===== config.mk =====
export PLATFORM = sky130hd
export DESIGN_NAME = back_end
export DESIGN_NICKNAME = d
export VERILOG_FILES = /design/src/common/trap_pkg.sv /design/src/common/core_pkg.sv /design/src/hdl/back_end.sv /design/src/hdl/trap_manager.sv /design/src/hdl/writeback_stage.sv /design/src/reorder_buffer/reorder_buffer.sv /design/src/hdl/commit_stage.sv /design/src/execution/execution_unit.sv
export SDC_FILE = /design/constraint.sdc
export NUM_CORES = 2
export LEC_CHECK = 0
export ABC_AREA = 1
export ABC_CLOCK_PERIOD_IN_PS = 42100
export BUFFER_PORTS_ARGS = -buffer_cell sky130_fd_sc_hd__buf_4
export CORE_MARGIN = 2
export CORE_UTILIZATION = 65
export DETAILED_ROUTE_END_ITERATION = 16
export GPL_ROUTABILITY_DRIVEN = 0
export GPL_TIMING_DRIVEN = 1
export PLACE_DENSITY = 0.84
export SLEW_MARGIN = 10
export SYNTH_ARGS = -nofsm -noshare
export SYNTH_HDL_FRONTEND = slang
export SYNTH_SLANG_ARGS = --single-unit

===== constraint.sdc =====
create_clock -name clk_i -period 42.1 [get_ports clk_i]
set_input_delay 4.21 -clock clk_i [delete_from_list [all_inputs] [get_ports clk_i]]
set_output_delay 4.21 -clock clk_i [all_outputs]
set_load 0.01 [all_outputs]

===== src/common/trap_pkg.sv =====
`default_nettype none

package trap_pkg;

    // Machine cause codes reported by the writeback stage
    typedef enum logic [4:0] {
        CAUSE_NONE    = 5'd0,                   // No exception pending
        CAUSE_ILLEGAL = 5'd2                    // Illegal instruction
    } trap_cause_t;

    typedef enum logic [1:0] {
        TRAP_IDLE,                              // Normal execution
        TRAP_FLUSH,                             // Pipeline clear and redirect
        TRAP_HANDLER                            // Front end parked in handler
    } trap_state_t;

    // Vector base, each cause owns one word
    localparam logic [31:0] HANDLER_BASE = 32'h0000_0100;

endpackage : trap_pkg

`default_nettype wire

===== src/common/core_pkg.sv =====
`default_nettype none

package core_pkg;

    localparam int ROB_DEPTH = 8;                       // Reorder buffer entries
    localparam int TAG_BITS  = $clog2(ROB_DEPTH);

    typedef logic [31:0]         data_word_t;
    typedef logic [4:0]          reg_addr_t;
    typedef logic [TAG_BITS-1:0] rob_tag_t;

    typedef enum logic [2:0] {
        OP_ADD,
        OP_SUB,
        OP_AND,
        OP_OR,
        OP_XOR,
        OP_MUL,                                         // Goes to the multiplier
        OP_ILLEGAL                                      // Raises an exception at retire
    } exu_op_t;

    typedef struct packed {
        data_word_t pc;
        reg_addr_t  dest;
        rob_tag_t   tag;                                // Issue count modulo ROB_DEPTH
        exu_op_t    opcode;
    } instr_packet_t;

    typedef struct packed {
        logic          valid;
        instr_packet_t ipacket;
        data_word_t    result;
    } exu_result_t;

    typedef struct packed {
        logic                 valid;
        logic                 exception;
        trap_pkg::trap_cause_t cause;
        data_word_t           pc;
        reg_addr_t            dest;
        data_word_t           result;
    } rob_entry_t;

endpackage : core_pkg

`default_nettype wire


===== src/hdl/back_end.sv =====
`default_nettype none

module back_end
    import core_pkg::*;
(
    input  logic          clk_i,
    input  logic          rst_n_i,
    input  logic          issue_valid_i,
    input  data_word_t    operand_1_i,
    input  data_word_t    operand_2_i,
    input  instr_packet_t ipacket_i,
    input  logic          machine_return_i,
    output rob_tag_t      rob_read_ptr_o,
    output logic          writeback_o,
    output reg_addr_t     reg_destination_o,
    output data_word_t    writeback_result_o,
    output logic          clear_pipeline_o,
    output logic          set_handler_pc_o,
    output logic          block_front_end_o,
    output logic          resume_execution_pc_o,
    output data_word_t    handler_pc_o,
    output data_word_t    mepc_o
);

    logic                  flush;
    exu_result_t           alu_result, mul_result;
    rob_entry_t            alu_entry, mul_entry;
    rob_tag_t              alu_tag, mul_tag;
    logic                  head_valid, retire;
    rob_entry_t            head_entry;
    logic                  exception;
    trap_pkg::trap_cause_t cause;
    data_word_t            exception_pc;

//==================================================
//  Execute and commit
//==================================================

    execution_unit execution_inst (
        .clk_i         ( clk_i         ),
        .rst_n_i       ( rst_n_i       ),
        .flush_i       ( flush         ),
        .issue_valid_i ( issue_valid_i ),
        .operand_1_i   ( operand_1_i   ),
        .operand_2_i   ( operand_2_i   ),
        .ipacket_i     ( ipacket_i     ),
        .alu_result_o  ( alu_result    ),
        .mul_result_o  ( mul_result    )
    );

    commit_stage commit_inst (
        .clk_i        ( clk_i      ),
        .rst_n_i      ( rst_n_i    ),
        .flush_i      ( flush      ),
        .alu_result_i ( alu_result ),
        .mul_result_i ( mul_result ),
        .alu_entry_o  ( alu_entry  ),
        .alu_tag_o    ( alu_tag    ),
        .mul_entry_o  ( mul_entry  ),
        .mul_tag_o    ( mul_tag    )
    );

//==================================================
//  Reorder, retire and trap
//==================================================

    reorder_buffer rob_inst (
        .clk_i        ( clk_i          ),
        .rst_n_i      ( rst_n_i        ),
        .flush_i      ( flush          ),
        .alu_entry_i  ( alu_entry      ),
        .alu_tag_i    ( alu_tag        ),
        .mul_entry_i  ( mul_entry      ),
        .mul_tag_i    ( mul_tag        ),
        .retire_i     ( retire         ),
        .head_valid_o ( head_valid     ),
        .head_entry_o ( head_entry     ),
        .read_ptr_o   ( rob_read_ptr_o )
    );

    writeback_stage writeback_inst (
        .head_valid_i   ( head_valid         ),
        .head_entry_i   ( head_entry         ),
        .retire_o       ( retire             ),
        .write_o        ( writeback_o        ),
        .reg_dest_o     ( reg_destination_o  ),
        .result_o       ( writeback_result_o ),
        .exception_o    ( exception          ),
        .cause_o        ( cause              ),
        .exception_pc_o ( exception_pc       )
    );

    trap_manager trap_inst (
        .clk_i                 ( clk_i                 ),
        .rst_n_i               ( rst_n_i               ),
        .exception_i           ( exception             ),
        .cause_i               ( cause                 ),
        .exception_pc_i        ( exception_pc          ),
        .machine_return_i      ( machine_return_i      ),
        .clear_pipeline_o      ( flush                 ),
        .set_handler_pc_o      ( set_handler_pc_o      ),
        .block_front_end_o     ( block_front_end_o     ),
        .resume_execution_pc_o ( resume_execution_pc_o ),
        .handler_pc_o          ( handler_pc_o          ),
        .mepc_o                ( mepc_o                )
    );

    assign clear_pipeline_o = flush;                    // Same strobe kills the datapath

endmodule : back_end

`default_nettype wire


===== src/hdl/trap_manager.sv =====
`default_nettype none

module trap_manager
    import core_pkg::*;
    import trap_pkg::*;
(
    input  logic        clk_i,
    input  logic        rst_n_i,
    input  logic        exception_i,
    input  trap_cause_t cause_i,
    input  data_word_t  exception_pc_i,
    input  logic        machine_return_i,
    output logic        clear_pipeline_o,
    output logic        set_handler_pc_o,
    output logic        block_front_end_o,
    output logic        resume_execution_pc_o,
    output data_word_t  handler_pc_o,
    output data_word_t  mepc_o
);

    trap_state_t state_q, state_d;
    logic        resume_q;
    data_word_t  handler_pc_q, mepc_q;

    always_comb begin : next_state
        state_d = state_q;
        case (state_q)
            TRAP_IDLE: begin
                if (exception_i) begin
                    state_d = TRAP_FLUSH;
                end
            end
            TRAP_FLUSH: state_d = TRAP_HANDLER;         // Single cycle
            TRAP_HANDLER: begin
                if (machine_return_i) begin
                    state_d = TRAP_IDLE;
                end
            end
            default: state_d = TRAP_IDLE;
        endcase
    end

    always_ff @(posedge clk_i) begin : state_register
        if (!rst_n_i) begin
            state_q  <= TRAP_IDLE;
            resume_q <= 1'b0;
        end else begin
            state_q  <= state_d;
            resume_q <= (state_q == TRAP_HANDLER) && machine_return_i;
        end
    end

    always_ff @(posedge clk_i) begin : trap_capture
        if ((state_q == TRAP_IDLE) && exception_i) begin
            mepc_q       <= exception_pc_i;
            handler_pc_q <= HANDLER_BASE + (32'(cause_i) << 2);  // Vectored entry
        end
    end

    assign clear_pipeline_o      = (state_q == TRAP_FLUSH);
    assign set_handler_pc_o      = (state_q == TRAP_FLUSH);
    assign block_front_end_o     = (state_q != TRAP_IDLE);
    assign resume_execution_pc_o = resume_q;
    assign handler_pc_o          = handler_pc_q;
    assign mepc_o                = mepc_q;

    clear_single_cycle : assert property (@(posedge clk_i) disable iff (!rst_n_i)
        clear_pipeline_o |=> !clear_pipeline_o);

endmodule : trap_manager

`default_nettype wire


===== src/hdl/writeback_stage.sv =====
`default_nettype none

module writeback_stage
    import core_pkg::*;
    import trap_pkg::*;
(
    input  logic        head_valid_i,
    input  rob_entry_t  head_entry_i,
    output logic        retire_o,
    output logic        write_o,
    output reg_addr_t   reg_dest_o,
    output data_word_t  result_o,
    output logic        exception_o,
    output trap_cause_t cause_o,
    output data_word_t  exception_pc_o
);

    assign retire_o = head_valid_i;                     // One entry per cycle at most

    // x0 is hardwired, so its writes vanish here
    assign write_o     = head_valid_i && !head_entry_i.exception && (head_entry_i.dest != '0);
    assign exception_o = head_valid_i && head_entry_i.exception;

    assign reg_dest_o     = head_entry_i.dest;
    assign result_o       = head_entry_i.result;
    assign cause_o        = head_entry_i.cause;
    assign exception_pc_o = head_entry_i.pc;

endmodule : writeback_stage

`default_nettype wire


===== src/reorder_buffer/reorder_buffer.sv =====
`default_nettype none

module reorder_buffer
    import core_pkg::*;
    import trap_pkg::*;
(
    input  logic       clk_i,
    input  logic       rst_n_i,
    input  logic       flush_i,
    input  rob_entry_t alu_entry_i,
    input  rob_tag_t   alu_tag_i,
    input  rob_entry_t mul_entry_i,
    input  rob_tag_t   mul_tag_i,
    input  logic       retire_i,
    output logic       head_valid_o,
    output rob_entry_t head_entry_o,
    output rob_tag_t   read_ptr_o
);

    rob_entry_t           entries_q [ROB_DEPTH];
    logic [ROB_DEPTH-1:0] valid_q;
    rob_tag_t             read_ptr_q;
    logic                 alu_hit, mul_hit;

//==================================================
//  Storage
//==================================================

    always_ff @(posedge clk_i) begin : entry_write
        if (alu_entry_i.valid) begin
            entries_q[alu_tag_i] <= alu_entry_i;        // Slot chosen by tag, any order
        end
        if (mul_entry_i.valid) begin
            entries_q[mul_tag_i] <= mul_entry_i;
        end
    end

    always_ff @(posedge clk_i) begin : valid_bits
        if (!rst_n_i || flush_i) begin
            valid_q <= '0;
        end else begin
            if (alu_entry_i.valid) begin
                valid_q[alu_tag_i] <= 1'b1;
            end
            if (mul_entry_i.valid) begin
                valid_q[mul_tag_i] <= 1'b1;
            end
            if (retire_i) begin
                valid_q[read_ptr_q] <= 1'b0;            // Also covers a bypassed write
            end
        end
    end

    always_ff @(posedge clk_i) begin : read_pointer
        if (!rst_n_i || flush_i) begin
            read_ptr_q <= '0;
        end else if (retire_i) begin
            read_ptr_q <= read_ptr_q + 1'b1;
        end
    end

//==================================================
//  Head presentation
//==================================================

    // A write aimed at the head retires in its own cycle
    assign alu_hit = alu_entry_i.valid && (alu_tag_i == read_ptr_q);
    assign mul_hit = mul_entry_i.valid && (mul_tag_i == read_ptr_q);

    assign head_valid_o = !flush_i && (valid_q[read_ptr_q] || alu_hit || mul_hit);

    always_comb begin : head_select
        head_entry_o       = '0;
        head_entry_o.cause = CAUSE_NONE;
        if (valid_q[read_ptr_q]) begin
            head_entry_o = entries_q[read_ptr_q];
        end else if (alu_hit) begin
            head_entry_o = alu_entry_i;
        end else if (mul_hit) begin
            head_entry_o = mul_entry_i;
        end
        head_entry_o.valid = head_valid_o;
    end

    assign read_ptr_o = read_ptr_q;

    no_alu_overwrite : assert property (@(posedge clk_i) disable iff (!rst_n_i)
        alu_entry_i.valid |-> !valid_q[alu_tag_i]);

    no_mul_overwrite : assert property (@(posedge clk_i) disable iff (!rst_n_i)
        mul_entry_i.valid |-> !valid_q[mul_tag_i]);

    retire_needs_head : assert property (@(posedge clk_i) disable iff (!rst_n_i)
        retire_i |-> head_valid_o);

endmodule : reorder_buffer

`default_nettype wire


===== src/hdl/commit_stage.sv =====
`default_nettype none

module commit_stage
    import core_pkg::*;
    import trap_pkg::*;
(
    input  logic        clk_i,
    input  logic        rst_n_i,
    input  logic        flush_i,
    input  exu_result_t alu_result_i,
    input  exu_result_t mul_result_i,
    output rob_entry_t  alu_entry_o,
    output rob_tag_t    alu_tag_o,
    output rob_entry_t  mul_entry_o,
    output rob_tag_t    mul_tag_o
);

    // Repack a unit result into the reorder buffer layout
    function automatic rob_entry_t build_entry(input exu_result_t res);
        rob_entry_t entry;
        entry.valid     = res.valid;
        entry.exception = (res.ipacket.opcode == OP_ILLEGAL);
        entry.cause     = entry.exception ? CAUSE_ILLEGAL : CAUSE_NONE;
        entry.pc        = res.ipacket.pc;
        entry.dest      = res.ipacket.dest;
        entry.result    = res.result;
        return entry;
    endfunction

    always_ff @(posedge clk_i) begin : stage_register
        if (!rst_n_i || flush_i) begin
            alu_entry_o.valid <= 1'b0;
            mul_entry_o.valid <= 1'b0;
        end else begin
            alu_entry_o <= build_entry(alu_result_i);
            mul_entry_o <= build_entry(mul_result_i);
            alu_tag_o   <= alu_result_i.ipacket.tag;        // Write address in the ROB
            mul_tag_o   <= mul_result_i.ipacket.tag;
        end
    end

endmodule : commit_stage

`default_nettype wire


===== src/execution/execution_unit.sv =====
`default_nettype none

module execution_unit
    import core_pkg::*;
(
    input  logic          clk_i,
    input  logic          rst_n_i,
    input  logic          flush_i,
    input  logic          issue_valid_i,
    input  data_word_t    operand_1_i,
    input  data_word_t    operand_2_i,
    input  instr_packet_t ipacket_i,
    output exu_result_t   alu_result_o,
    output exu_result_t   mul_result_o
);

    logic        alu_issue, mul_issue;
    data_word_t  alu_value;
    logic [31:0] mul_low_low;                           // Low halves product
    logic [15:0] mul_cross;                             // Cross terms, only low half matters
    logic [15:0] cross_s1_q;
    exu_result_t alu_q;
    exu_result_t mul_s1_q, mul_s2_q, mul_s3_q;

    assign alu_issue = issue_valid_i && (ipacket_i.opcode != OP_MUL);
    assign mul_issue = issue_valid_i && (ipacket_i.opcode == OP_MUL);

    always_comb begin : alu_logic
        case (ipacket_i.opcode)
            OP_ADD:  alu_value = operand_1_i + operand_2_i;
            OP_SUB:  alu_value = operand_1_i - operand_2_i;
            OP_AND:  alu_value = operand_1_i & operand_2_i;
            OP_OR:   alu_value = operand_1_i | operand_2_i;
            OP_XOR:  alu_value = operand_1_i ^ operand_2_i;
            default: alu_value = '0;                    // Illegal ops carry a zero result
        endcase
    end

    always_ff @(posedge clk_i) begin : alu_register
        if (!rst_n_i || flush_i) begin
            alu_q.valid <= 1'b0;
        end else begin
            alu_q <= '{valid: alu_issue, ipacket: ipacket_i, result: alu_value};
        end
    end

    // Low word of a*b = al*bl + ((al*bh + ah*bl) << 16)
    assign mul_low_low = operand_1_i[15:0] * operand_2_i[15:0];
    assign mul_cross   = operand_1_i[15:0] * operand_2_i[31:16]
                       + operand_1_i[31:16] * operand_2_i[15:0];

    always_ff @(posedge clk_i) begin : mul_pipeline
        if (!rst_n_i || flush_i) begin
            mul_s1_q.valid <= 1'b0;
            mul_s2_q.valid <= 1'b0;
            mul_s3_q.valid <= 1'b0;
        end else begin
            mul_s1_q        <= '{valid: mul_issue, ipacket: ipacket_i, result: mul_low_low};
            cross_s1_q      <= mul_cross;
            mul_s2_q        <= mul_s1_q;
            mul_s2_q.result <= mul_s1_q.result + {cross_s1_q, 16'h0000};  // Partial sum
            mul_s3_q        <= mul_s2_q;
        end
    end

    assign alu_result_o = alu_q;
    assign mul_result_o = mul_s3_q;

    // Tags stay unique as long as the front end keeps fewer than ROB_DEPTH in flight
    unique_result_tags : assert property (@(posedge clk_i) disable iff (!rst_n_i)
        (alu_result_o.valid && mul_result_o.valid)
            |-> (alu_result_o.ipacket.tag != mul_result_o.ipacket.tag));

endmodule : execution_unit

`default_nettype wire


; ---- After elaboration in Yosys (flattened, before gate mapping)
; Memories as Yosys holds them, arrays and structs flattened. A register that Yosys moved wholly into a read port is not among the register bits.
; Index checks and enable logic that the tools add are counted.
[op_classes]
add_sub_neg = 6
mul = 3
n_lt_le_gt_ge = 6
eq_ne = 14
muxes = 28
bitwise = 7
n_reduce_logical = 24
[op_table]
columns = op, n
row1 = 2-to-1 mux 75 bit, 3
row2 = one-hot mux 32 bit (5 select lines), 1
row3 = adder 32 bit, 2
row4 = 2-to-1 mux 8 bit, 5
row5 = bitwise AND 32 bit, 1
row6 = multiplier 16 x 16 -> 16 bit, 2
row7 = multiplier 16 x 16 -> 32 bit, 1
row8 = OR 32 bit, 1
row9 = subtractor 32 bit, 1
row10 = bitwise XOR 32 bit, 1
row11 = adder 16 bit, 1
row12 = OR 8 bit, 2
row13 = logical AND 1 bit, 13
row14 = equality test 3 bit (second input constant), 4
row15 = less-than comparator 3 x 4 -> 1 bit (second input constant), 3
row16 = adder 9 x 7 -> 10 bit (first input constant), 1
row17 = demux 1 bit (select 3 bit), 3
row18 = >= comparator 3 x 1 -> 1 bit (second input constant), 3
row19 = bitwise AND 8 bit, 1
row20 = 2-to-1 mux 1 bit, 8
row21 = 2-to-1 mux 2 bit, 4
row22 = inverter 8 bit, 1
row23 = equality test 3 x 2 -> 1 bit (second input constant), 2
row24 = equality test 3 bit, 2
row25 = other kinds (17), 22
[word_totals]
register_bits = 473
ramBits = 608
inputBits = 111
output_inout_bits = 109
elab_cells = 127
mem_count = 1
[memory_table]
columns = name, depth, width, rd, rd_ports_with_merged_regs, wr, line_no
row1 = rob_inst.entries_q, 8, 76, 1, 1, 2, reorder_buffer.sv:20  ; rob_entry_t entries_q [ROB_DEPTH];

; ---- Logic depth before layout (Yosys ltp)
[depth]
depth_word = 12
ltp_mapped = 31

; ---- Hierarchy
; From an unflattened synthesis, not the netlist that was laid out.
[unflattened]
cells_unflattened = 8085
area_unflattened_um2 = 71063.2
[by_module_without_submodules]
columns = mod, n_inst, cells_each, area_per_inst_um2, seq_area_each_um2
row1 = reorder_buffer, 1, 4201, 33459.6, 18297.5
row2 = execution_unit, 1, 3545, 30989.7, 8277.9
row3 = commit_stage, 1, 170, 4546.9, 4424.2
row4 = trap_manager, 1, 84, 1460.2, 1171.1
row5 = writeback_stage, 1, 85, 606.8, 0.0

; ---- Worst setup path before layout
; Ideal clock, no wire load.
[synth_timing]
kind = input-to-reg
start = in rst_n_i
end = reg rob_inst.valid_q[7]
setup_time_ns = 0.098
arrival_time_ns = 16.447
required_time_ns = 42.002
setup_slack_ns = 25.555
cell_stages = 5
path_buffers = 1
path_cell_list = inv_1 -> nor2_1 -> clkbuf_1 -> o221ai_1 -> inv_1
[synth_between]
elab_chain_len = 2
[synth_lines]
columns = element, line_no
row1 = from (decl), back_end.sv:7  ; input logic rst_n_i,
row2 = logical NOT 1 bit, reorder_buffer.sv:39  ; if (!rst_n_i || flush_i) begin
row3 = logical OR 1 bit, reorder_buffer.sv:39
row4 = to (signal assigned), reorder_buffer.sv:40  ; valid_q <= '0;
row5 = "to (signal, indexed assignment)", reorder_buffer.sv:43  ; valid_q[alu_tag_i] <= 1'b1;
row6 = "to (signal, indexed assignment)", reorder_buffer.sv:46  ; valid_q[mul_tag_i] <= 1'b1;
row7 = to (decl), reorder_buffer.sv:21  ; logic [ROB_DEPTH-1:0] valid_q;
; Every way passes these cells.
; A chain may end at the register's enable or synchronous reset.

; ---- Final worst setup path
[layout_timing]
start = in operand_2_i[1]
end = reg execution_inst.cross_s1_q[15] (data pin)
[layout_between]
elab_chain_len = 2
[layout_lines]
columns = element, line_no
row1 = from (decl), back_end.sv:10  ; input data_word_t operand_2_i,
row2 = multiplier 16 x 16 -> 16 bit, execution_unit.sv:50  ; + operand_1_i[31:16] * operand_2_i[15:0];
row3 = adder 16 bit, execution_unit.sv:50
row4 = via execution_inst.mul_cross[15], execution_unit.sv:20  ; logic [15:0] mul_cross;
row5 = to (signal assigned), execution_unit.sv:59  ; cross_s1_q <= mul_cross;
row6 = to (decl), execution_unit.sv:21  ; logic [15:0] cross_s1_q;
; The timed path passes the listed nets, and every way through them passes these cells.

==> impl_metrics.csv <==
group,metric,value,unit
finish,multi_input_area,0.0296,sq mm
sta,tns,0,ns
logic_synthesis,synth_largest_area_cell,"edfxtp_1",
power_and_ir_drop,swShare,43.2,%
sta,skew,0.0377,ns
sta,worst_pin_slew,1.16,ns
placement,placed_cells,8059,
placement,pre_cts_slack,31.56,ns
global_route,antenna_found_initial,5,
logic_synthesis,synth_seq_cells,995,
floorplan,die_area,0.103,sq mm
power_and_ir_drop,p_per_area,67.7,mW/mm^2
floorplan,ios,220,
logic_synthesis,async_reset_ff_share,0,%
power_and_ir_drop,fin_total_pwr,4.74,mW
global_route,grtUsageMet1,44.2,%
sta,fin_crit_sh,23.5,%
global_route,globalRouteOverflowTotal,0,
placement,portBuffers,188,
detailed_routing,drc,0,
detailed_routing,drt_wl_total,185,mm
run,cap_violations,0,
floorplan,die-width,321,um
logic_synthesis,synth_area_leaders,"edfxtp_1 45%, fa_1 12%, nand2_1 8.5%, o21ai_0 7.0%, inv_1 6.3%",
finish,final_nets,7658,
logic_synthesis,synth_flop_cell,"edfxtp_1",
detailed_routing,vias,51600,
clock_tree,cts_hold_buf,0,
sta,layout_min_cycle_time,9.89,ns
critical_path,start_kind,"input pin",
min_path,hp-class,"reg -> reg",
power_and_ir_drop,p_seq_share,28.1,%
detailed_routing,dr.first_iter.drc_count,7147,
finish,final-seq-area,0.0297,sq mm
logic_synthesis,synth_top_area_share,44.7,%
detailed_routing,viasPerCell,6.26,
clock_tree,tritoncts,"yes",
critical_path,critical_path_required,42.54,ns
logic_synthesis,avgSynthCellArea,9.34,sq um
global_route,grt_max_degree,179,
global_route,grt_pass1_vias,50700,
sta,rsz0062_at_grt,"false",
floorplan,row_count,116,
floorplan,initial_core_util,65.4,%
detailed_routing,drt_pass1_iterations,9,
logic_synthesis,yosysWarnings,0,
logic_synthesis,synth_cell_types,58,
clock_tree,clkLatencyLatePin,0.69,ns
detailed_routing,drtAntennaViolNets,0,
clock_tree,cts_inserted_buffers,96,
sta,setup_viol,0,
sta,worst_slack,32.21,ns
sta,slew_headroom,22.4,%
critical_path,cp_max_fo,33,
sta,max_clock_freq,101,MHz
global_route,grt_pass1_wl,281,mm
global_route,grt_use_met2,56.9,%
sta,hold_ws,0.405,ns
critical_path,path_class,"in -> reg",
global_route,use_met3,7.55,%
global_route,busiest_layer,"met2",
clock_tree,root_buffer,"clkbuf_16",
critical_path,end_kind,"flop",
critical_path,arrival,10.33,ns
global_route,grtUsageTotal,35.5,%
power_and_ir_drop,pwr-share-comb,53.5,%
clock_tree,cts_buffer_depth,3,
detailed_routing,wire_per_inst,22.4,um
sta,drv_slew,0,
clock_tree,path_clk_slew,0.07,ns
finish,syn2layout_area_growth,7.14,%
floorplan,die_h,321,um
logic_synthesis,synth_area,0.0653,sq mm
clock_tree,cts.sinks,995,
clock_tree,cts-resized-gates,0,
power_and_ir_drop,switchingPower,2.05,mW
clock_tree,post_cts_buffers,0,
power_and_ir_drop,pwr-share-clk,18.4,%
power_and_ir_drop,p_int,2.69,mW
logic_synthesis,synthCells,6993,
power_and_ir_drop,ir_worst_vdd,0.000178,V
finish,layout-drive-gt1-share,6.44,%
finish,fin_cells,8240,
logic_synthesis,synth_edf_count,972,
floorplan,core_region_area,0.0999,sq mm
placement,dp_hpwl,115,mm
outcome,status,"complete, no violations",
finish,fillers,6893,
clock_tree,cts.htree.levels,3,
power_and_ir_drop,leakage,31.9,nW
logic_synthesis,synth.yosys.seq_area_share,45.4,%
sta,hold_viol,0,
## routing by layer
metal	part of all wire [%]	wire length, um
met1	33	61600
met2	46	84900
met4	7.0	13000
met3	14	25000
met5	0.0081	15
## path summary, 6_finish.rpt
| check | slack (ns) | start | end | cells after the start |
|---|---|---|---|---|
| max | 32.21 | operand_2_i[1] | execution_inst.cross_s1_q[15] | 24 |
| min | 0.41 | execution_inst.mul_result_o[39] | commit_inst.mul_entry_o[33] | 0 |
| max reg2reg | 36.62 | trap_inst.state_q[0] | execution_inst.mul_s1_q[12] | 8 |
| min reg2reg | 0.41 | execution_inst.mul_result_o[39] | commit_inst.mul_entry_o[33] | 0 |
## logic make-up (layout without fill, tap and decap cells)
kind of cell | Yosys count | in the layout | synth area share [%]
DFF | 995 | 995 | 45.4
AOI/OAI and AO/OA | 1477 | 1477 | 12.4
and+or+nand+nor | 2059 | 2059 | 12.5
adders and majority gates | 687 | 687 | 17.5
xor gates and xnor gates | 106 | 106 | 1.42
muxes | 74 | 74 | 1.13
buffers and inverters | 1593 | 1511 | 9.67
other | 2 | 33 | 0.0115
## cell type report
class                   count  share of cell area, %
multi-input cells        4434                   42.3
flip-flops and latches    995                   42.4
well taps                1298                   2.32
inverters                1105                   5.95
repair buffers            228                   2.49
clock buffers             124                   3.68
diodes                      2                0.00715
clock inverters            54                  0.837
## synth_stat cells, types with 4 or more instances
| cell | instances |
|---|---|
| buf_6 | 8 |
| xor2_1 | 76 |
| o221ai_1 | 52 |
| o211ai_1 | 15 |
| nand3_1 | 108 |
| fa_1 | 380 |
| ha_1 | 307 |
| xnor2_1 | 30 |
| o21bai_1 | 8 |
| o21a_1 | 16 |
| edfxtp_1 | 972 |
| clkbuf_1 | 315 |
| nor2_2 | 6 |
| o21ai_2 | 7 |
| inv_1 | 1096 |
| nor3_1 | 90 |
| o221ai_2 | 17 |
| o21ai_1 | 109 |
| buf_2 | 68 |
| o21ai_0 | 916 |
| buf_4 | 38 |
| inv_2 | 6 |
| dfxtp_1 | 23 |
| o2111ai_1 | 9 |
| buf_8 | 4 |
| a21oi_1 | 251 |
| buf_1 | 55 |
| or2_2 | 7 |
| nand2_1 | 1487 |
| nand4_1 | 23 |
| o22ai_1 | 34 |
| nand3b_1 | 4 |
| a221oi_1 | 16 |
| nor2_1 | 319 |
| a21boi_0 | 5 |
| a21o_1 | 8 |
| mux2i_1 | 74 |
| o31ai_1 | 4 |
## per-stage QoR
| stage | instance area (sq um) | util, % |
|---|---|---|
| after global placement | 66800 | 66.9 |
| final | 70000 | 70.1 |
| after CTS | 70000 | 70.1 |
| after global routing | 70000 | 70.1 |
| after detailed placement | 66800 | 66.9 |
| after floorplan | 65400 | - |
## placed cells by master (no fill, tap or decap), types with 12 or more instances in the layout
master	instances
a21oi_1	251
a221oi_1	16
buf_4	226
clkbuf_1	22
clkbuf_16	97
clkinv_1	18
clkinv_2	19
conb_1	31
dfxtp_1	20
edfxtp_1	972
fa_1	380
ha_1	307
inv_1	1091
mux2i_1	74
nand2_1	1475
nand2_4	12
nand3_1	107
nand4_1	23
nor2_1	317
nor3_1	89
o211ai_1	15
o21a_1	16
o21ai_0	914
o21ai_1	109
o221ai_1	52
o221ai_2	17
o22ai_1	34
xnor2_1	30
xor2_1	76
## flip-flops by register name, summed over array words and instances, names as in the netlist, named ones only
| register | count |
|---|---|
| execution_inst.alu_result_o | 76 |
| trap_inst.mepc_o | 32 |
| rob_inst.entries_q | 560 |
| trap_inst.resume_execution_pc_o | 1 |
| commit_inst.mul_tag_o | 3 |
| rob_inst.read_ptr_o | 3 |
| commit_inst.alu_entry_o | 71 |
| trap_inst.state_q | 2 |
| execution_inst.mul_s2_q | 36 |
| execution_inst.mul_result_o | 76 |
| rob_inst.valid_q | 8 |
| trap_inst.handler_pc_o | 1 |
| commit_inst.mul_entry_o | 71 |
| commit_inst.alu_tag_o | 3 |
| execution_inst.cross_s1_q | 16 |
| execution_inst.mul_s1_q | 33 |
## worst max-delay path: stages
cell,delay [ns]
buf_4,0.40
nand2_1,0.15
fa_1,0.56
inv_1,0.06
fa_1,0.52
inv_1,0.05
fa_1,0.47
fa_1,0.58
fa_1,0.46
fa_1,0.49
inv_1,0.05
fa_1,0.50
fa_1,0.42
ha_1,0.33
inv_1,0.07
nor3_1,0.28
nand3_1,0.12
nand4_1,0.18
nand3b_1,0.13
nand2_1,0.07
inv_1,0.05
nand3_1,0.06
nand2_1,0.07
inv_1,0.04
## power by group through the flow
stage	clock network [mW]	logic [mW]	registers (mW)
after floorplan	0	1.78	1.32
after global placement	0	2.34	1.35
after detailed placement	0	2.44	1.35
after CTS	0.871	2.46	1.33
after global routing	0.909	2.78	1.34
final	0.873	2.54	1.33
(Power assumes the default switching activity.)
